$ cat config.mk
export PLATFORM = sky130hd
export DESIGN_NAME = chitchat_link
export DESIGN_NICKNAME = d
export VERILOG_FILES = /design/src/common/chitchat_pkg.sv /design/src/source/chitchat_link.sv /design/src/chitchat/chitchat_rx.sv /design/src/chitchat/chitchat_tx.sv /design/src/source/crc16.sv
export SDC_FILE = /design/constraint.sdc
export NUM_CORES = 1
export LEC_CHECK = 0
export BUFFER_PORTS_ARGS = -buffer_cell sky130_fd_sc_hd__buf_4
export CAP_MARGIN = 30
export CORE_ASPECT_RATIO = 1.4
export CORE_UTILIZATION = 50
export CTS_CLUSTER_SIZE = 14
export DETAILED_ROUTE_END_ITERATION = 10
export HOLD_SLACK_MARGIN = 0.06
export PLACE_DENSITY = 0.75
export SLEW_MARGIN = 10
export SYNTH_ARGS = -nofsm -noshare
export SYNTH_HDL_FRONTEND = slang
export SYNTH_SLANG_ARGS = --single-unit
$ cat constraint.sdc
create_clock -name clk -period 5.9 [get_ports clk]
set_input_delay 0.885 -clock clk [delete_from_list [all_inputs] [get_ports clk]]
set_output_delay 0.885 -clock clk [all_outputs]
set_load 0.03 [all_outputs]
$ cat src/common/chitchat_pkg.sv
/* Constants and field widths of the chassis status link.
   Frame layout, comma marker, CRC polynomial and sync timing. */

`default_nettype none

package chitchat_pkg;

   // ---------------------------------------------------------------------
   // Link word and frame shape
   // ---------------------------------------------------------------------

   // Width of one parallel transceiver word
   localparam int cc_word_w = 16;

   // Words 0 to 9 carry data, word 10 carries the CRC
   localparam int cc_data_words = 10;

   // Clocks without a comma before sync is declared lost
   localparam int cc_los_words = 15;

   // ---------------------------------------------------------------------
   // Word 0 contents
   // ---------------------------------------------------------------------

   // Protocol category, bits 15 to 12
   localparam logic [3:0] cc_protocol_cat = 4'h5;

   // Protocol version, bits 11 to 8
   localparam logic [3:0] cc_protocol_ver = 4'h1;

   // K28.5 comma in the low byte, sent with the K flag
   localparam logic [7:0] cc_comma = 8'hBC;

   // CRC-16 CCITT, zero start, no final inversion
   localparam logic [15:0] cc_crc_poly = 16'h1021;

endpackage

`default_nettype wire
$ cat src/source/chitchat_link.sv
/* Status link top: transmitter and receiver, with the received frame
   counter looped back into the transmitted frames */

`default_nettype none

module chitchat_link #(
   parameter int frame_words = 12,
   parameter int link_up_cnt = 4
) (
   input  logic                            clk,
   input  logic                            reset,
   // Status fields to send
   input  logic [2:0]                      tx_gateware_type,
   input  logic [2:0]                      tx_location,
   input  logic [31:0]                     tx_rev_id,
   input  logic [31:0]                     tx_data0,
   input  logic [31:0]                     tx_data1,
   // Transceiver side
   output logic [chitchat_pkg::cc_word_w-1:0] gtx_tx_d,
   output logic                            gtx_tx_k,
   input  logic [chitchat_pkg::cc_word_w-1:0] gtx_rx_d,
   input  logic                            gtx_rx_k,
   // Transmit frame status
   output logic [15:0]                     local_frame_counter,
   output logic                            tx_frame_strobe,
   // Receive status and fields
   output logic [2:0]                      ccrx_fault,
   output logic [15:0]                     ccrx_fault_cnt,
   output logic                            ccrx_los,
   output logic                            ccrx_frame_drop,
   output logic                            rx_valid,
   output logic [3:0]                      rx_protocol_ver,
   output logic [2:0]                      rx_gateware_type,
   output logic [2:0]                      rx_location,
   output logic [31:0]                     rx_rev_id,
   output logic [31:0]                     rx_data0,
   output logic [31:0]                     rx_data1,
   output logic [15:0]                     rx_frame_counter,
   output logic [15:0]                     rx_loopback_frame_counter
);

   // Far end sees its own counter come back in the loopback field,
   // so local_frame_counter minus rx_loopback_frame_counter gives round trip
   chitchat_tx #(
      .frame_words (frame_words)
   ) u_tx (
      .clk                    (clk),
      .reset                  (reset),
      .tx_gateware_type       (tx_gateware_type),
      .tx_location            (tx_location),
      .tx_rev_id              (tx_rev_id),
      .tx_data0               (tx_data0),
      .tx_data1               (tx_data1),
      .loopback_frame_counter (rx_frame_counter),
      .gtx_tx_d               (gtx_tx_d),
      .gtx_tx_k               (gtx_tx_k),
      .tx_frame_strobe        (tx_frame_strobe),
      .local_frame_counter    (local_frame_counter)
   );

   chitchat_rx #(
      .link_up_cnt (link_up_cnt)
   ) u_rx (
      .clk                       (clk),
      .reset                     (reset),
      .gtx_rx_d                  (gtx_rx_d),
      .gtx_rx_k                  (gtx_rx_k),
      .ccrx_fault                (ccrx_fault),
      .ccrx_fault_cnt            (ccrx_fault_cnt),
      .ccrx_los                  (ccrx_los),
      .ccrx_frame_drop           (ccrx_frame_drop),
      .rx_valid                  (rx_valid),
      .rx_protocol_ver           (rx_protocol_ver),
      .rx_gateware_type          (rx_gateware_type),
      .rx_location               (rx_location),
      .rx_rev_id                 (rx_rev_id),
      .rx_data0                  (rx_data0),
      .rx_data1                  (rx_data1),
      .rx_frame_counter          (rx_frame_counter),
      .rx_loopback_frame_counter (rx_loopback_frame_counter)
   );

endmodule

`default_nettype wire

$ cat src/chitchat/chitchat_rx.sv
/* Frame receiver of the status link: word timing from the comma, field
   unpacking, CRC, category and sequence checks, link-up and fault tracking */

`default_nettype none

module chitchat_rx #(
   parameter int link_up_cnt = 4
) (
   input  logic                            clk,
   input  logic                            reset,
   input  logic [chitchat_pkg::cc_word_w-1:0] gtx_rx_d,
   input  logic                            gtx_rx_k,
   output logic [2:0]                      ccrx_fault,
   output logic [15:0]                     ccrx_fault_cnt,
   output logic                            ccrx_los,
   output logic                            ccrx_frame_drop,
   output logic                            rx_valid,
   output logic [3:0]                      rx_protocol_ver,
   output logic [2:0]                      rx_gateware_type,
   output logic [2:0]                      rx_location,
   output logic [31:0]                     rx_rev_id,
   output logic [31:0]                     rx_data0,
   output logic [31:0]                     rx_data1,
   output logic [15:0]                     rx_frame_counter,
   output logic [15:0]                     rx_loopback_frame_counter
);
   import chitchat_pkg::*;

   localparam int wc_w = $clog2(cc_los_words + 1);
   localparam int lc_w = $clog2(link_up_cnt + 1);

   // ---------------------------------------------------------------------
   // Timing generator
   // ---------------------------------------------------------------------
   // Count value k means word k+1 is on the input, word k in gtx_dd
   logic [wc_w-1:0]      word_count;
   logic [cc_word_w-1:0] gtx_dd;
   logic                 timeout;
   logic                 last;

   // Saturates at the LOS limit until the next comma
   assign timeout = word_count == wc_w'(cc_los_words);

   always_ff @(posedge clk) begin
      if (reset) begin
         word_count <= '0;
      end else if (gtx_rx_k) begin
         word_count <= '0;
      end else if (!timeout) begin
         word_count <= word_count + 1'b1;
      end
   end

   // CRC restarts on the comma word
   logic [15:0] crc_rx;

   crc16 u_crc (
      .clk     (clk),
      .reset   (reset),
      .restart (gtx_rx_k),
      .din     (gtx_rx_d),
      .crc     (crc_rx)
   );

   // ---------------------------------------------------------------------
   // Field unpacking and per-frame checks
   // ---------------------------------------------------------------------
   logic        wrong_prot;
   logic        wrong_frame;
   logic [15:0] next_frame_counter;

   always_ff @(posedge clk) begin
      if (reset) begin
         gtx_dd                    <= '0;
         last                      <= 1'b0;
         next_frame_counter        <= '0;
         wrong_prot                <= 1'b0;
         wrong_frame               <= 1'b0;
         rx_protocol_ver           <= '0;
         rx_gateware_type          <= '0;
         rx_location               <= '0;
         rx_rev_id                 <= '0;
         rx_data0                  <= '0;
         rx_data1                  <= '0;
         rx_frame_counter          <= '0;
         rx_loopback_frame_counter <= '0;
      end else begin
         gtx_dd             <= gtx_rx_d;
         next_frame_counter <= rx_frame_counter + 16'd1;
         // CRC word is on the input while the count sits at 9
         last               <= word_count == wc_w'(cc_data_words - 1);

         // Checks from the previous frame end at the comma
         if (gtx_rx_k) begin
            wrong_prot  <= 1'b0;
            wrong_frame <= 1'b0;
         end

         // Word 0 is decoded one clock late, word 1 is live
         if (word_count == wc_w'(0)) begin
            rx_protocol_ver  <= gtx_dd[11:8];
            wrong_prot       <= gtx_dd[15:12] != cc_protocol_cat;
            rx_gateware_type <= gtx_rx_d[15:13];
            rx_location      <= gtx_rx_d[12:10];
         end

         // 32-bit fields, high word in gtx_dd
         if (word_count == wc_w'(2)) rx_rev_id <= {gtx_dd, gtx_rx_d};
         if (word_count == wc_w'(4)) rx_data0  <= {gtx_dd, gtx_rx_d};
         if (word_count == wc_w'(6)) rx_data1  <= {gtx_dd, gtx_rx_d};

         // Frame counter, sequence not checked after a bad frame or lost sync
         if (word_count == wc_w'(7)) begin
            rx_frame_counter <= gtx_rx_d;
            if (ccrx_fault == '0 && !ccrx_los)
               wrong_frame <= gtx_rx_d != next_frame_counter;
         end

         if (word_count == wc_w'(8)) rx_loopback_frame_counter <= gtx_rx_d;
      end
   end

   // ---------------------------------------------------------------------
   // Link-up tracking, fault latch and counters
   // ---------------------------------------------------------------------
   logic [lc_w-1:0] link_cnt;
   logic            link_up;
   logic            crc_fault;
   logic [2:0]      faults;

   assign link_up   = link_cnt == lc_w'(link_up_cnt);
   // Remainder over all eleven words is zero for a good frame
   assign crc_fault = last & (crc_rx != 16'h0000);
   assign faults    = {wrong_frame, crc_fault, wrong_prot};

   always_ff @(posedge clk) begin
      if (reset) begin
         link_cnt        <= '0;
         rx_valid        <= 1'b0;
         ccrx_frame_drop <= 1'b0;
         ccrx_los        <= 1'b0;
         ccrx_fault      <= '0;
         ccrx_fault_cnt  <= '0;
      end else begin
         rx_valid        <= 1'b0;
         ccrx_frame_drop <= 1'b0;

         // Decide at frame end, or keep deciding while sync is lost
         if (last || timeout) begin
            ccrx_los <= timeout;
            if (faults != '0 || timeout) begin
               link_cnt        <= '0;
               ccrx_frame_drop <= last;
            end else begin
               link_cnt        <= link_cnt + lc_w'(!link_up);
               rx_valid        <= link_up;
               ccrx_frame_drop <= !link_up;
               ccrx_fault      <= '0;
            end
         end

         // Faults only count once some clean frames have been seen
         if (last && link_cnt != '0 && faults != '0) begin
            ccrx_fault     <= faults;
            ccrx_fault_cnt <= ccrx_fault_cnt + 16'd1;
         end
      end
   end

   // A frame is either delivered or dropped, never both
   a_valid_drop: assert property (@(posedge clk) disable iff (reset)
      !(rx_valid && ccrx_frame_drop));

   // Delivered frames carry no latched fault
   a_valid_fault: assert property (@(posedge clk) disable iff (reset)
      rx_valid |-> ccrx_fault == '0);

endmodule

`default_nettype wire

$ cat src/chitchat/chitchat_tx.sv
/* Frame generator of the status link. Samples the status fields once per
   frame and emits the comma word, field words, CRC word and idle words */

`default_nettype none

module chitchat_tx #(
   parameter int frame_words = 12
) (
   input  logic                            clk,
   input  logic                            reset,
   input  logic [2:0]                      tx_gateware_type,
   input  logic [2:0]                      tx_location,
   input  logic [31:0]                     tx_rev_id,
   input  logic [31:0]                     tx_data0,
   input  logic [31:0]                     tx_data1,
   input  logic [15:0]                     loopback_frame_counter,
   output logic [chitchat_pkg::cc_word_w-1:0] gtx_tx_d,
   output logic                            gtx_tx_k,
   output logic                            tx_frame_strobe,
   output logic [15:0]                     local_frame_counter
);
   import chitchat_pkg::*;

   // Frame period of 11 to 14 words keeps the counter at 4 bits
   if (frame_words < cc_data_words + 1 || frame_words > 14) begin : g_bad_period
      $error("chitchat_tx: frame_words out of range");
   end

   logic [3:0]           word_cnt;
   logic [cc_word_w-1:0] next_word;
   logic [15:0]          crc;

   // Field copy held for the whole frame
   logic [2:0]  gw_type_q;
   logic [2:0]  location_q;
   logic [31:0] rev_id_q;
   logic [31:0] data0_q;
   logic [31:0] data1_q;
   logic [15:0] loopback_q;

   // ---------------------------------------------------------------------
   // Word select
   // ---------------------------------------------------------------------
   always_comb begin
      case (word_cnt)
         4'd0:    next_word = {cc_protocol_cat, cc_protocol_ver, cc_comma};
         4'd1:    next_word = {gw_type_q, location_q, 10'b0};
         4'd2:    next_word = rev_id_q[31:16];
         4'd3:    next_word = rev_id_q[15:0];
         4'd4:    next_word = data0_q[31:16];
         4'd5:    next_word = data0_q[15:0];
         4'd6:    next_word = data1_q[31:16];
         4'd7:    next_word = data1_q[15:0];
         4'd8:    next_word = local_frame_counter;
         4'd9:    next_word = loopback_q;
         // CRC over words 0 to 9 already folded in
         4'(cc_data_words): next_word = crc;
         // Idle fill up to the frame period
         default: next_word = '0;
      endcase
   end

   // CRC sees each word as it goes out and restarts on word 0
   crc16 u_crc (
      .clk     (clk),
      .reset   (reset),
      .restart (word_cnt == 4'd0),
      .din     (next_word),
      .crc     (crc)
   );

   // ---------------------------------------------------------------------
   // Output register and frame timing
   // ---------------------------------------------------------------------
   always_ff @(posedge clk) begin
      if (reset) begin
         word_cnt            <= '0;
         gtx_tx_d            <= '0;
         gtx_tx_k            <= 1'b0;
         tx_frame_strobe     <= 1'b0;
         local_frame_counter <= '0;
         gw_type_q           <= '0;
         location_q          <= '0;
         rev_id_q            <= '0;
         data0_q             <= '0;
         data1_q             <= '0;
         loopback_q          <= '0;
      end else begin
         gtx_tx_d        <= next_word;
         gtx_tx_k        <= word_cnt == 4'd0;
         tx_frame_strobe <= word_cnt == 4'd0;
         word_cnt        <= (word_cnt == 4'(frame_words - 1)) ? 4'd0 : word_cnt + 4'd1;
         // Sample on the clock that emits word 0
         if (word_cnt == 4'd0) begin
            gw_type_q           <= tx_gateware_type;
            location_q          <= tx_location;
            rev_id_q            <= tx_rev_id;
            data0_q             <= tx_data0;
            data1_q             <= tx_data1;
            loopback_q          <= loopback_frame_counter;
            local_frame_counter <= local_frame_counter + 16'd1;
         end
      end
   end

   // Comma only on word 0 with the K28.5 byte in place
   a_k_word0: assert property (@(posedge clk) disable iff (reset)
      gtx_tx_k |-> ($past(word_cnt) == 4'd0) && (gtx_tx_d[7:0] == cc_comma));

endmodule

`default_nettype wire

$ cat src/source/crc16.sv
/* Word-wide CRC-16 engine, one word folded in per clock */

`default_nettype none

module crc16 (
   input  logic                            clk,
   input  logic                            reset,
   input  logic                            restart,
   input  logic [chitchat_pkg::cc_word_w-1:0] din,
   output logic [15:0]                     crc
);
   import chitchat_pkg::*;

   // Shift one word through the CRC, MSB first
   function automatic logic [15:0] crc_step(input logic [15:0] seed,
                                            input logic [cc_word_w-1:0] word);
      logic [15:0] r;
      logic        fb;
      r = seed;
      for (int i = cc_word_w - 1; i >= 0; i--) begin
         fb = r[15] ^ word[i];
         r  = {r[14:0], 1'b0} ^ (fb ? cc_crc_poly : 16'h0000);
      end
      return r;
   endfunction

   // Restart seeds from zero with the current word included,
   // so the first word of a frame is never lost
   always_ff @(posedge clk) begin
      if (reset) begin
         crc <= '0;
      end else if (restart) begin
         crc <= crc_step(16'h0000, din);
      end else begin
         crc <= crc_step(crc, din);
      end
   end

endmodule

`default_nettype wire

==> results.toml <==
[status]
outcome = "complete, no violations"

[setup_path]
crit_family = "compound AO/OA/AOI/OAI gates"
crit_path_start_kind = "flip-flop"
cp_num_buf_inv = 2
required_ns = 6.32
worstSetupEndpointType = "flip-flop"
r2r_cells = 11
worstSetupPathType = "reg -> reg"
crit_chain = "inv_1 -> ha_1 -> buf_4 -> a22o_1 -> a32o_1 -> a2111oi_4 -> xnor2_1 -> xnor2_4 -> xnor3_1 -> a21oi_1 -> mux2_1"
slowest_stage = "a2111oi_4"
cp.depth = 11
arrival_ns = 4.50
critical-path-max-stage-delay_ns = 0.59
cp_max_fo = 26

[hold_path]
hold_depth = 2
min_path_type = "reg -> reg"

[logic_synthesis]
ys_async_sr_fraction = 0
seq_area_frac_synth = 0.467
synth.top_cells.by_area = "dfxtp_1, nand2_1, a21oi_1"
yosysWarnings = 0
synth_cells = 2022
syn_area_per_cell_um2 = 8.25
synth-seq-cells = 389
synth_edf_count = 0
synth_ff_type = "dfxtp_1"
synth_top_family_by_area = "simple AND/OR/NAND/NOR gates"
synth-xor-area-share = 0.125
synthSimpleGateAreaFrac = 0.204
syn_nets = 2156
muxShareOfSynthArea = 0.00660
synthDistinctLibCells = 60
netlist_area_um2 = 16700
synth_compound_area_frac = 0.148
synth_adder_area_share = 0.00975
synth_top_area_share = 0.467
synth_top_area_cell = "dfxtp_1"

[detailed_routing]
dr.pass1.iters = 5
first_iter_violations = 1023
routed_via_density = 5.45
num_vias = 14738
remaining_drc_errors = 0
wirelength_um = 51200
ant_nets = 0
post_drt_wl_per_cell_um = 18.9

[job]
maxCapViolCount = 0

[floorplanning]
die_y_um = 218
dieArea_um2 = 34100
die_w_um = 156
io_pins = 315
coreArea_um2 = 32600
rows = 78
initial_core_util = 0.512

[final_layout]
fin_nets = 2374
areaGrowthSynthToFinish_pct = 22.5
seq_area_um2 = 7790
fin_area_um2 = 20400
multi_input_area_um2 = 8240
drive_gt1_frac = 0.180
utilization = 0.627
n_fill_cell = 2902

[global_route]
grt_pass1_wl_um = 77700
track_usage = 0.295
grt_overflow = 0
antenna_found_initial = 1
grt_pass1_vias = 14183
grt_max_degree = 182

[sta]
max_freq_ghz = 0.245
setup_viol = 0
setup_tns_ns = 0
slew_viol_final = 0
worstMarginPinSlew_ns = 1.10
rsz0062_at_grt = "no"
finalCriticalPeriod_ns = 4.08
period_share = 0.691
clock_skew_ns = 0.0228
slew_headroom = 0.267
final-hold-violation-count = 0

[power_and_ir_drop]
p_seq_frac = 0.377
switchingPower_mw = 2.54
p_leak_nw = 8.07
share_comb_of_total_power = 0.314
p_sw_frac = 0.315
p_int_mw = 5.51
vdd_drop_max_uv = 220
p_clk_frac = 0.309
power_density_nw_per_um2 = 394

[cts]
cts_tree = "built"
cts_setup_buffers = 0
cts_buffer_depth = 3
postCtsHoldBufs = 0
cts_max_level = 2
cts_root_buffer = "clkbuf_16"
cts.clk_slew.worst_paths_ns = 0.06
cts_sinks = 389
numCtsBuffers = 37
clock_latency_ns = 0.55
cts-resized-gates = 0

[place]
dpl_cell_area_um2 = 19200
dp_hpwl_um = 37000
place.gp.congestion = 0.987
port_buffers = 314
-- Yosys cell counts (all sizes together) (21+ instances only) --
cell type,n
nor2b,26
dfxtp,389
buf,34
xnor2,115
nand3,25
nor2,110
a21oi,296
nand2,563
a211oi,26
a22oi,24
clkbuf,120
xor2,85
o21ai,21
-- power by group through the flow --
stage | clock [mW] | sequential [mW] | combinational (mW)
6_report | 2.49 | 3.03 | 2.53
4_1_cts | 2.52 | 3.03 | 2.52
3_3_place_gp | 0 | 3.09 | 2.47
5_1_grt | 2.62 | 3.04 | 2.75
3_5_place_dp | 0 | 3.09 | 2.51
2_1_floorplan | 0 | 3.03 | 2.05
-- area by class of cell --
class                           instances  area share
Timing Repair Buffer                  333       0.125
Clock buffer                           51      0.0508
Inverter                               11     0.00202
Multi-Input combinational cell       1468       0.403
Clock inverter                         13      0.0107
Tap cell                              440      0.0270
Antenna cell                            1    0.000123
Sequential cell                       389       0.381
-- registers in the layout, summed over array words and instances, names as in the netlist, 32 cells and up --
register,count
u_rx.rx_rev_id,32
u_tx.rev_id_q,32
u_rx.rx_data0,32
u_rx.rx_data1,32
u_tx.data0_q,32
u_tx.data1_q,32
-- kinds of logic after synthesis --
kind of cell / Yosys count
DFF: 389
AOI/OAI and AO/OA: 419
muxes: 10
adders and majority gates: 13
xor gates and xnor gates: 213
and+or+nand+nor: 813
buffers and inverters: 165
-- stage by stage --
stage | setup slack [ns] | hold WS [ns] | power [mW] | instances
detailed placement | 1.89 | 0.447 | 5.60 | 2640
global route | 1.63 | 0.472 | 8.41 | 2705
CTS | 1.87 | 0.456 | 8.07 | 2704
floorplan | 2.68 | 0.432 | 5.08 | 2022
finish | 1.82 | 0.453 | 8.05 | 2706
global placement | 1.94 | 0.442 | 5.55 | 2637
-- final timing paths --
kind                 startpoint                 end  slack, ns
min          u_rx.rx_rev_id[27]  u_rx.rx_rev_id[27]       0.45
min reg2reg  u_rx.rx_rev_id[27]  u_rx.rx_rev_id[27]       0.45
max            u_tx.word_cnt[0]   u_tx.u_crc.crc[6]       1.82
max reg2reg    u_tx.word_cnt[0]   u_tx.u_crc.crc[6]       1.82
-- per-layer routing --
metal | vias up | routed length (µm) | GRT usage | share of wire
met5 | - | 0 | 0 | 0
met4 | 0 | 3070 | 0.181 | 0.060
met3 | 161 | 2990 | 0.0464 | 0.058
met2 | 545 | 26000 | 0.529 | 0.51
met1 | 6909 | 19100 | 0.325 | 0.37
li1 | 7123 | - | - | -
-- cells in the final DEF, fill, tap and decap left out, drive strengths merged, types with 3 or more instances in the layout --
cell,synthesis,layout
nand2,563,563
dfxtp,389,389
buf,34,333
a21oi,296,296
xnor2,115,115
nor2,110,110
xor2,85,85
clkbuf,120,51
nor2b,26,26
a211oi,26,26
nand3,25,25
a22oi,24,24
o21ai,21,21
and3,16,16
inv,11,14
xnor3,13,13
ha,13,13
and2,13,13
nor3,12,12
nor4,11,11
a22o,10,10
or3,9,9
a221oi,9,9
a222oi,9,9
nand3b,8,8
mux2,8,8
nand4,7,7
a32oi,5,5
bufinv,0,5
and3b,4,4
a2111oi,4,4
and4,3,3
nand2b,3,3
clkinv,0,3
-- worst reg2reg max path, stage by stage (launching register included) --
cell,delay [ns]
dfxtp_1,0.38
inv_1,0.09
ha_1,0.47
buf_4,0.36
a22o_1,0.21
a32o_1,0.23
a2111oi_4,0.59
xnor2_1,0.32
xnor2_4,0.34
xnor3_1,0.44
a21oi_1,0.18
mux2_1,0.33
Note: power is estimated with default switching activity, not from simulation.
